--- src/armCtrlPkg.sv ---
package armCtrlPkg;

  typedef struct packed {
    logic [3:0] cond;
    logic [1:0] op;
    logic       immFlag;   // Operand 2 is an immediate
    logic [3:0] cmd;
    logic       setFlags;  // S bit
    logic [3:0] rn;
    logic [3:0] rd;
  } dpFieldsT;

  typedef struct packed {
    logic [3:0] cond;
    logic [1:0] op;
    logic       immFlag;   // Offset is a register when set
    logic       preIdx;
    logic       up;
    logic       byteAcc;
    logic       writeBack;
    logic       load;      // LDR when set, STR otherwise
    logic [3:0] rn;
    logic [3:0] rd;
  } memFieldsT;

  // Instruction bits 31 to 12
  typedef union packed {
    dpFieldsT  dp;
    memFieldsT mem;
  } instrHiT;

  localparam logic [1:0] OP_DP  = 2'b00;
  localparam logic [1:0] OP_MEM = 2'b01;
  localparam logic [1:0] OP_BR  = 2'b10;

  localparam logic [3:0] CMD_SUB = 4'b0010;
  localparam logic [3:0] CMD_RSB = 4'b0011;
  localparam logic [3:0] CMD_ADD = 4'b0100;
  localparam logic [3:0] CMD_ADC = 4'b0101;
  localparam logic [3:0] CMD_SBC = 4'b0110;
  localparam logic [3:0] CMD_RSC = 4'b0111;
  localparam logic [3:0] CMD_CMP = 4'b1010;
  localparam logic [3:0] CMD_CMN = 4'b1011;

  localparam logic [3:0] COND_EQ = 4'b0000;
  localparam logic [3:0] COND_NE = 4'b0001;
  localparam logic [3:0] COND_CS = 4'b0010;
  localparam logic [3:0] COND_CC = 4'b0011;
  localparam logic [3:0] COND_MI = 4'b0100;
  localparam logic [3:0] COND_PL = 4'b0101;
  localparam logic [3:0] COND_VS = 4'b0110;
  localparam logic [3:0] COND_VC = 4'b0111;
  localparam logic [3:0] COND_HI = 4'b1000;
  localparam logic [3:0] COND_LS = 4'b1001;
  localparam logic [3:0] COND_GE = 4'b1010;
  localparam logic [3:0] COND_LT = 4'b1011;
  localparam logic [3:0] COND_GT = 4'b1100;
  localparam logic [3:0] COND_LE = 4'b1101;
  localparam logic [3:0] COND_AL = 4'b1110;

  localparam logic [1:0] FWD_NONE = 2'b00;
  localparam logic [1:0] FWD_W    = 2'b01;  // From Writeback result
  localparam logic [1:0] FWD_M    = 2'b10;  // From Memory stage ALU result

  localparam logic [3:0] PC_REG = 4'd15;

endpackage

--- src/ctrlDecoder.sv ---
`timescale 1ns/100ps

module ctrlDecoder import armCtrlPkg::*; (
  input  instrHiT    instrD,
  input  logic       shiftRegD,
  output logic [1:0] regSrcD,
  output logic [1:0] immSrcD,
  output logic       aluSrcD,
  output logic       memtoRegD,
  output logic       regWriteD,
  output logic       memWriteD,
  output logic       branchD,
  output logic [3:0] aluControlD,
  output logic [1:0] flagWriteD,
  output logic       pcSrcD,
  output logic       rSelD,
  output logic       rsrSelD
);

  logic [9:0] controlsD;
  logic       aluOpD;
  logic       isArithD;
  logic       regDpD;

  // Main decoder by op class
  always_comb begin
    case (instrD.dp.op)
      OP_DP: begin
        if (instrD.dp.immFlag) begin
          controlsD = 10'b00_00_101001;  // DP immediate
        end else begin
          controlsD = 10'b00_00_001001;  // DP register
        end
      end
      OP_MEM: begin
        if (instrD.mem.load) begin
          controlsD = 10'b00_01_111000;  // LDR
        end else begin
          controlsD = 10'b10_01_100100;  // STR
        end
      end
      OP_BR:   controlsD = 10'b01_10_100010;  // B
      default: controlsD = 10'b00_00_000000;
    endcase
  end

  assign {regSrcD, immSrcD, aluSrcD, memtoRegD,
          regWriteD, memWriteD, branchD, aluOpD} = controlsD;

  // Commands that produce a carry and overflow
  always_comb begin
    case (instrD.dp.cmd)
      CMD_ADD, CMD_SUB, CMD_RSB, CMD_ADC,
      CMD_SBC, CMD_RSC, CMD_CMP, CMD_CMN: isArithD = 1'b1;
      default:                            isArithD = 1'b0;
    endcase
  end

  // ALU decoder
  always_comb begin
    if (aluOpD) begin
      aluControlD = instrD.dp.cmd;
      flagWriteD  = {instrD.dp.setFlags, instrD.dp.setFlags & isArithD};  // NZ, CV
    end else begin
      aluControlD = CMD_ADD;  // Address and branch target add
      flagWriteD  = 2'b00;
    end
  end

  assign pcSrcD  = ((instrD.dp.rd == PC_REG) & regWriteD) | branchD;

  assign regDpD  = (instrD.dp.op == OP_DP) & ~instrD.dp.immFlag;
  assign rSelD   = regDpD & ~shiftRegD;  // Shift by immediate amount
  assign rsrSelD = regDpD & shiftRegD;   // Shift by register amount

endmodule

--- src/condUnit.sv ---
`timescale 1ns/100ps

module condUnit import armCtrlPkg::*; (
  input  logic       clk,
  input  logic       rstN,
  input  logic       stallE,
  input  logic [3:0] condE,
  input  logic [3:0] aluFlagsE,
  input  logic [1:0] flagWriteE,
  output logic       condEx,
  output logic [1:0] prevCV
);

  logic [3:0] flags;      // NZCV
  logic [3:0] flagsNext;
  logic       neg, zero, carry, overflow;
  logic       ge;

  assign {neg, zero, carry, overflow} = flags;
  assign ge = (neg == overflow);

  always_comb begin
    case (condE)
      COND_EQ: condEx = zero;
      COND_NE: condEx = ~zero;
      COND_CS: condEx = carry;
      COND_CC: condEx = ~carry;
      COND_MI: condEx = neg;
      COND_PL: condEx = ~neg;
      COND_VS: condEx = overflow;
      COND_VC: condEx = ~overflow;
      COND_HI: condEx = carry & ~zero;
      COND_LS: condEx = ~carry | zero;
      COND_GE: condEx = ge;
      COND_LT: condEx = ~ge;
      COND_GT: condEx = ~zero & ge;
      COND_LE: condEx = zero | ~ge;
      COND_AL: condEx = 1'b1;
      default: condEx = 1'b0;  // 1111 never executes
    endcase
  end

  assign flagsNext[3:2] = (flagWriteE[1] & condEx) ? aluFlagsE[3:2] : flags[3:2];
  assign flagsNext[1:0] = (flagWriteE[0] & condEx) ? aluFlagsE[1:0] : flags[1:0];

  always_ff @(posedge clk) begin
    if (!rstN) begin
      flags <= 4'b0000;
    end else if (!stallE) begin
      flags <= flagsNext;
    end
  end

  assign prevCV = flags[1:0];  // Carry in for ADC, SBC, RSC

endmodule

--- src/ctrlPipe.sv ---
`timescale 1ns/100ps

module ctrlPipe import armCtrlPkg::*; (
  input  logic       clk,
  input  logic       rstN,
  input  logic       stallE,
  input  logic       stallM,
  input  logic       stallW,
  input  logic       flushE,
  input  logic       flushW,
  input  logic       doNotWriteReg,
  input  logic       condEx,
  input  instrHiT    instrD,
  input  logic       aluSrcD,
  input  logic       memtoRegD,
  input  logic       regWriteD,
  input  logic       memWriteD,
  input  logic       branchD,
  input  logic [3:0] aluControlD,
  input  logic [1:0] flagWriteD,
  input  logic       pcSrcD,
  input  logic       rSelD,
  input  logic       rsrSelD,
  output logic [3:0] condE,
  output logic [1:0] flagWriteE,
  output logic       aluSrcE,
  output logic [3:0] aluControlE,
  output logic       rSelE,
  output logic       rsrSelE,
  output logic       memtoRegE,
  output logic       branchTakenE,
  output logic       regWriteM,
  output logic       memWriteM,
  output logic       memtoRegM,
  output logic       pcWrPendingF,
  output logic       regWriteW,
  output logic       memtoRegW,
  output logic       pcSrcW
);

  logic branchE;
  logic memWriteE;
  logic regWriteE;
  logic pcSrcE;
  logic pcSrcM;
  logic regWriteGatedE;
  logic memWriteGatedE;
  logic pcSrcGatedE;

  // D/E bits with side effects, cleared on flush
  always_ff @(posedge clk) begin
    if (!rstN || flushE) begin
      flagWriteE <= 2'b00;
      branchE    <= 1'b0;
      memWriteE  <= 1'b0;
      regWriteE  <= 1'b0;
      pcSrcE     <= 1'b0;
      memtoRegE  <= 1'b0;
    end else if (!stallE) begin
      flagWriteE <= flagWriteD;
      branchE    <= branchD;
      memWriteE  <= memWriteD;
      regWriteE  <= regWriteD;
      pcSrcE     <= pcSrcD;
      memtoRegE  <= memtoRegD;
    end
  end

  // D/E operand and condition bits
  always_ff @(posedge clk) begin
    if (!rstN) begin
      condE       <= 4'h0;
      aluSrcE     <= 1'b0;
      aluControlE <= 4'h0;
      rSelE       <= 1'b0;
      rsrSelE     <= 1'b0;
    end else if (!stallE) begin
      condE       <= instrD.dp.cond;
      aluSrcE     <= aluSrcD;
      aluControlE <= aluControlD;
      rSelE       <= rSelD;
      rsrSelE     <= rsrSelD;
    end
  end

  // Writes and branches only happen when the condition passes
  assign branchTakenE   = branchE & condEx;
  assign memWriteGatedE = memWriteE & condEx;
  assign pcSrcGatedE    = pcSrcE & condEx;
  assign regWriteGatedE = regWriteE & condEx & ~doNotWriteReg;  // Compares write no register

  always_ff @(posedge clk) begin
    if (!rstN) begin
      memWriteM <= 1'b0;
      memtoRegM <= 1'b0;
      regWriteM <= 1'b0;
      pcSrcM    <= 1'b0;
    end else if (!stallM) begin
      memWriteM <= memWriteGatedE;
      memtoRegM <= memtoRegE;
      regWriteM <= regWriteGatedE;
      pcSrcM    <= pcSrcGatedE;
    end
  end

  always_ff @(posedge clk) begin
    if (!rstN || flushW) begin
      memtoRegW <= 1'b0;
      regWriteW <= 1'b0;
      pcSrcW    <= 1'b0;
    end else if (!stallW) begin
      memtoRegW <= memtoRegM;
      regWriteW <= regWriteM;
      pcSrcW    <= pcSrcM;
    end
  end

  // A PC write is in flight ahead of Fetch
  assign pcWrPendingF = pcSrcD | pcSrcE | pcSrcM;

endmodule

--- src/hazardUnit.sv ---
`timescale 1ns/100ps

module hazardUnit import armCtrlPkg::*; (
  input  logic       match1EM,
  input  logic       match1EW,
  input  logic       match2EM,
  input  logic       match2EW,
  input  logic       match12DE,
  input  logic       regWriteM,
  input  logic       regWriteW,
  input  logic       memtoRegE,
  input  logic       pcWrPendingF,
  input  logic       pcSrcW,
  input  logic       branchTakenE,
  input  logic       memReady,
  output logic [1:0] forwardAE,
  output logic [1:0] forwardBE,
  output logic       stallF,
  output logic       stallD,
  output logic       flushD,
  output logic       flushE,
  output logic       stallE,
  output logic       stallM,
  output logic       stallW
);

  logic ldrStall;
  logic memWait;

  // Memory stage result is newer than Writeback
  always_comb begin
    if (match1EM && regWriteM) begin
      forwardAE = FWD_M;
    end else if (match1EW && regWriteW) begin
      forwardAE = FWD_W;
    end else begin
      forwardAE = FWD_NONE;
    end
  end

  always_comb begin
    if (match2EM && regWriteM) begin
      forwardBE = FWD_M;
    end else if (match2EW && regWriteW) begin
      forwardBE = FWD_W;
    end else begin
      forwardBE = FWD_NONE;
    end
  end

  assign memWait  = ~memReady;
  assign ldrStall = match12DE & memtoRegE;  // Load result not ready until W

  assign stallF = ldrStall | pcWrPendingF | memWait;
  assign stallD = ldrStall | memWait;

  // Flushes wait until memory is ready so no bubble is lost
  assign flushD = (pcWrPendingF | pcSrcW | branchTakenE) & ~memWait;
  assign flushE = (ldrStall | branchTakenE) & ~memWait;

  // Whole back end freezes on a memory wait
  assign stallE = memWait;
  assign stallM = memWait;
  assign stallW = memWait;

endmodule

--- src/ctrlTop.sv ---
`timescale 1ns/100ps

module ctrlTop import armCtrlPkg::*; (
  input  logic       clk,
  input  logic       rstN,
  input  instrHiT    instrD,
  input  logic       shiftRegD,
  input  logic [3:0] aluFlagsE,
  input  logic       doNotWriteReg,
  input  logic       match1EM,
  input  logic       match1EW,
  input  logic       match2EM,
  input  logic       match2EW,
  input  logic       match12DE,
  input  logic       memReady,
  output logic [1:0] regSrcD,
  output logic [1:0] immSrcD,
  output logic       aluSrcE,
  output logic [3:0] aluControlE,
  output logic       rSelE,
  output logic       rsrSelE,
  output logic       branchTakenE,
  output logic       memWriteM,
  output logic       memtoRegW,
  output logic       regWriteW,
  output logic       pcSrcW,
  output logic [1:0] prevCV,
  output logic [1:0] forwardAE,
  output logic [1:0] forwardBE,
  output logic       stallF,
  output logic       stallD,
  output logic       flushD
);

  logic       aluSrcD, memtoRegD, regWriteD, memWriteD, branchD;
  logic [3:0] aluControlD;
  logic [1:0] flagWriteD;
  logic       pcSrcD, rSelD, rsrSelD;
  logic [3:0] condE;
  logic [1:0] flagWriteE;
  logic       condEx;
  logic       memtoRegE, regWriteM, pcWrPendingF;
  logic       flushE, stallE, stallM, stallW;

  ctrlDecoder uDecoder (
    .instrD      (instrD),
    .shiftRegD   (shiftRegD),
    .regSrcD     (regSrcD),
    .immSrcD     (immSrcD),
    .aluSrcD     (aluSrcD),
    .memtoRegD   (memtoRegD),
    .regWriteD   (regWriteD),
    .memWriteD   (memWriteD),
    .branchD     (branchD),
    .aluControlD (aluControlD),
    .flagWriteD  (flagWriteD),
    .pcSrcD      (pcSrcD),
    .rSelD       (rSelD),
    .rsrSelD     (rsrSelD)
  );

  ctrlPipe uPipe (
    .clk           (clk),
    .rstN          (rstN),
    .stallE        (stallE),
    .stallM        (stallM),
    .stallW        (stallW),
    .flushE        (flushE),
    .flushW        (1'b0),  // Writeback is never flushed
    .doNotWriteReg (doNotWriteReg),
    .condEx        (condEx),
    .instrD        (instrD),
    .aluSrcD       (aluSrcD),
    .memtoRegD     (memtoRegD),
    .regWriteD     (regWriteD),
    .memWriteD     (memWriteD),
    .branchD       (branchD),
    .aluControlD   (aluControlD),
    .flagWriteD    (flagWriteD),
    .pcSrcD        (pcSrcD),
    .rSelD         (rSelD),
    .rsrSelD       (rsrSelD),
    .condE         (condE),
    .flagWriteE    (flagWriteE),
    .aluSrcE       (aluSrcE),
    .aluControlE   (aluControlE),
    .rSelE         (rSelE),
    .rsrSelE       (rsrSelE),
    .memtoRegE     (memtoRegE),
    .branchTakenE  (branchTakenE),
    .regWriteM     (regWriteM),
    .memWriteM     (memWriteM),
    .memtoRegM     (),      // Only feeds the M/W register
    .pcWrPendingF  (pcWrPendingF),
    .regWriteW     (regWriteW),
    .memtoRegW     (memtoRegW),
    .pcSrcW        (pcSrcW)
  );

  condUnit uCond (
    .clk        (clk),
    .rstN       (rstN),
    .stallE     (stallE),
    .condE      (condE),
    .aluFlagsE  (aluFlagsE),
    .flagWriteE (flagWriteE),
    .condEx     (condEx),
    .prevCV     (prevCV)
  );

  hazardUnit uHazard (
    .match1EM     (match1EM),
    .match1EW     (match1EW),
    .match2EM     (match2EM),
    .match2EW     (match2EW),
    .match12DE    (match12DE),
    .regWriteM    (regWriteM),
    .regWriteW    (regWriteW),
    .memtoRegE    (memtoRegE),
    .pcWrPendingF (pcWrPendingF),
    .pcSrcW       (pcSrcW),
    .branchTakenE (branchTakenE),
    .memReady     (memReady),
    .forwardAE    (forwardAE),
    .forwardBE    (forwardBE),
    .stallF       (stallF),
    .stallD       (stallD),
    .flushD       (flushD),
    .flushE       (flushE),
    .stallE       (stallE),
    .stallM       (stallM),
    .stallW       (stallW)
  );

endmodule

--- config.mk ---
export PLATFORM = sky130hd
export DESIGN_NAME = ctrlTop
export DESIGN_NICKNAME = d
export VERILOG_FILES = /design/src/armCtrlPkg.sv /design/src/ctrlDecoder.sv /design/src/condUnit.sv /design/src/ctrlPipe.sv /design/src/hazardUnit.sv /design/src/ctrlTop.sv
export SDC_FILE = /design/constraint.sdc
export NUM_CORES = 1
export LEC_CHECK = 0
export BUFFER_PORTS_ARGS = -buffer_cell sky130_fd_sc_hd__buf_4
export CORE_ASPECT_RATIO = 0.7
export CORE_UTILIZATION = 35
export DETAILED_ROUTE_END_ITERATION = 8
export PLACE_DENSITY = 0.62
export SLEW_MARGIN = 20
export SYNTH_ARGS = -nofsm -noshare
export SYNTH_HDL_FRONTEND = slang
export SYNTH_HIERARCHICAL = 1
export SYNTH_SLANG_ARGS = --single-unit
--- constraint.sdc ---
create_clock -name clk -period 2.4 [get_ports clk]
set_input_delay 0.12 -clock clk [delete_from_list [all_inputs] [get_ports clk]]
set_output_delay 0.12 -clock clk [all_outputs]
set_load 0.01 [all_outputs]
==> flow_summary_export.csv <==
group,metric,value,unit
run_status,status,"completed",
logic_synthesis,synth_enable_flop_cells,0,
floorplan,rows,21,
power_and_ir_drop,sequentialPowerShare,0.413,
drt,firstDrtPassIters,4,
logic_synthesis,syn_nets,226,
timing,max_slew_margin,0.543,
logic_synthesis,synth_area,1740,um^2
logic_synthesis,yosysSeqAreaShare,0.334,
timing,finalHoldViolCount,0,
critical_path,r2r_slack,200,ps
layout,layout_common_cells,"buf_4 (63), dfxtp_1 (24), mux2i_1 (23), nor2_1 (16), nor2b_1 (16)",
cts,postCtsHoldBufs,0,
place,hpwl,2.82,mm
layout,areaGrowthSynthToFinish,34.7,%
logic_synthesis,yosys_warnings,6,
floorplan,die_h,61.0,um
cts,cts_tree,"done",
cts,clockBufferDepth,2,
timing,finalCritPeriodShare,0.942,
power_and_ir_drop,switching_share,0.234,
critical_path,endpoint,"flushD",
critical_path,critPathLaunch,"uPipe/condE[3]$_SDFFE_PN0N_",
layout,mostFrequentLayoutCell,"buf_4",
logic_synthesis,async_reset_ff_frac,0,
global_route,globalRouteOverflowTotal,0,
logic_synthesis,synth_cells,187,
floorplan,dieArea,5260,um^2
cts,cts-root-buf,"clkbuf_8",
critical_path,cp.required,2280,ps
critical_path,slowest_stage,"dfxtp_2",
timing,setup_viol,0,
power_and_ir_drop,p_int,940,uW
critical_path,critPathTopFamily,"simple AND/OR/NAND/NOR gates",
logic_synthesis,synth_ff_type,"dfxtp_1",
global_route,grt.total_usage,0.153,
power_and_ir_drop,switchingPower,288,uW
cts,cts_made_buffers,5,
layout,antennaDiodeCount,0,
timing,slew_viol_final,0,
timing,tightest_slew,685,ps
critical_path,critPathCaptureType,"output pin",
logic_synthesis,synth_cell_types,53,
critical_path,r2r-end,"uPipe/flagWriteE[1]$_SDFFE_PP0N_",
place,dpl_cell_area,2180,um^2
drt,routed_wl,3.80,mm
drt,drc,0,
layout,final_cell_area,2340,um^2
timing,clock_skew,2.18,ps
power_and_ir_drop,p_per_area,524,nW/um^2
layout,drive_above_1_share,0.376,
critical_path,rr_worst_depth,10,
critical_path,worst-path-buf-inv,2,
critical_path,slowest_delay,330,ps
place,place.gp.congestion,0.760,
critical_path,arrival,2140,ps
critical_path,crit_fanout,8,
global_route,grt_pass1_wl,6.07,mm
drt,drt_iter0_drc,55,
global_route,grt_pass1_vias,1317,
logic_synthesis,ys_ff_latch,29,
critical_path,cp.depth,9,
drt,ant_nets,0,
timing,tns,0,ps
cts,insertion_delay,280,ps
drt,vias,1448,
layout,nets,283,
power_and_ir_drop,clock_power_share,0.428,
job,cap_violations,0,
timing,rsz0062_at_grt,"false",
drt,via_per_inst,4.61,
worst_hold_path,hold_path.class,"input pin to register",
logic_synthesis,synth_area_per_cell,9.30,um^2
power_and_ir_drop,combPwrFrac,0.159,
timing,layout_min_cycle_time,2260,ps
drt,post_drt_wl_per_cell,12.1,um
global_route,grt_antenna_before_repair,0,
global_route,grt_max_degree,30,
power_and_ir_drop,ir_drop,0.234,mV
cts,cts_max_level,2,
timing,fin_hold_ws,90.2,ps
cts,clk_pin_slew_worst_paths,60,ps
floorplan,ioPinCount,59,
critical_path,path_cells,"buf_4 -> nor4b_1 -> o311ai_4 -> o311ai_4 -> or2_1 -> and2_4 -> nor3_2 -> nor2_1 -> buf_4",
critical_path,r2r-start,"uPipe/condE[3]$_SDFFE_PN0N_",
place,port_buffers,54,
floorplan,initial_utilization,0.364,
floorplan,die_x,86.3,um
critical_path,critPathLaunchType,"register",
floorplan,fp.coreArea,4780,um^2
timing,fmax,0.442,GHz
power_and_ir_drop,p_leak,1.05,nW
cts,cts.sinks,29,
critical_path,path_class,"register to output pin",
## cell type report
cell class                 count  area, um^2
inverter                       6        22.5
clock buffer                   7        86.3
timing repair buffer          63         473
tap                           69        86.3
multi-input combinational    139        1060
sequential                    29         589
fill                         506        2440
clock inverter                 1        30.0
## cells in the mapped netlist, types with 4 or more instances
cell type / number / area share
and2_1: 7 / 0.025
nor2b_1: 16 / 0.058
ha_1: 5 / 0.036
and2_2: 4 / 0.017
dfxtp_1: 29 / 0.33
inv_1: 5 / 0.011
buf_4: 8 / 0.035
nand2_1: 13 / 0.028
o2bb2ai_1: 4 / 0.020
mux2i_1: 23 / 0.13
nor2_1: 16 / 0.035
## through the flow
step / setup WS, ps / total power, mW / util / instances
2_1_floorplan: 319 / 0.625 / - / 187
3_3_place_gp: 154 / 0.702 / 0.456 / 304
3_5_place_dp: 126 / 0.705 / 0.456 / 304
4_1_cts: 6.21 / 1.23 / 0.482 / 312
5_1_grt: 24.8 / 1.28 / 0.490 / 314
6_report: 138 / 1.23 / 0.490 / 314
## kinds of logic after synthesis
kind of cell / share of synthesized area
buf+inv: 0.0734
mux: 0.132
simple gates: 0.289
compound gates: 0.124
xor+xnor: 0.0101
flops: 0.334
other cells: 0.00216
fa+ha+maj: 0.0360
## what timing repair did
| item | in CTS | in global routing |
|---|---|---|
| setup buffers | 0 | 2 |
| endpoints found under the setup margin | 1 | 8 |
| pin swaps | 0 | 4 |
| gates resized for setup | 1 | 9 |
## state kept, by name, indices dropped and copies added, names as in the netlist
signal,flops
uCond/flags,4
uPipe/aluControlE,4
uPipe/condE,4
uPipe/flagWriteE,2
uPipe/aluSrcE,1
uPipe/branchE,1
uPipe/memWriteE,1
uPipe/memWriteM,1
uPipe/memtoRegE,1
uPipe/memtoRegM,1
uPipe/memtoRegW,1
uPipe/pcSrcE,1
uPipe/pcSrcM,1
uPipe/pcSrcW,1
uPipe/rSelE,1
uPipe/regWriteE,1
uPipe/regWriteM,1
uPipe/regWriteW,1
uPipe/rsrSelE,1
## per-layer routing
| metal | wire length, um | track usage | vias up | share of wire |
|---|---|---|---|---|
| li1 | - | - | 759 | - |
| met1 | 2010 | 0.212 | 640 | 0.53 |
| met2 | 1440 | 0.209 | 44 | 0.38 |
| met3 | 322 | 0.0653 | 5 | 0.085 |
| met4 | 31 | 0.0571 | 0 | 0.0082 |
| met5 | 0 | 0 | - | 0 |
## worst min path at each step
stage                             from                          end  slack, ps  cells past startpoint
after global routing      aluFlagsE[1]  uCond/flags[1]$_SDFFE_PN0P_        100                      3
after floorplan                   rstN   uPipe/rsrSelE$_SDFFE_PN0N_        250                      1
final                     aluFlagsE[3]  uCond/flags[3]$_SDFFE_PN0P_         90                      3
after global placement      instrD[17]  uPipe/condE[1]$_SDFFE_PN0N_        380                      3
after CTS                 aluFlagsE[1]  uCond/flags[1]$_SDFFE_PN0P_         90                      3
after detailed placement    instrD[16]  uPipe/condE[0]$_SDFFE_PN0N_        380                      3
## worst reg2reg max path: cells and delay by family (launching register included)
family / cells / cell delay, ps
buf+inv: 1 / 150
compound gates: 3 / 570
flops: 1 / 330
simple gates: 6 / 1100
## power groups by stage
stage / Clock (mW) / Sequential, mW / Combinational [mW]
after floorplan: 0 / 0.515 / 0.110
after CTS: 0.538 / 0.507 / 0.188
final: 0.526 / 0.507 / 0.195
after detailed placement: 0 / 0.518 / 0.187
after global routing: 0.561 / 0.509 / 0.213
after global placement: 0 / 0.518 / 0.185
(Power assumes the default switching activity.)
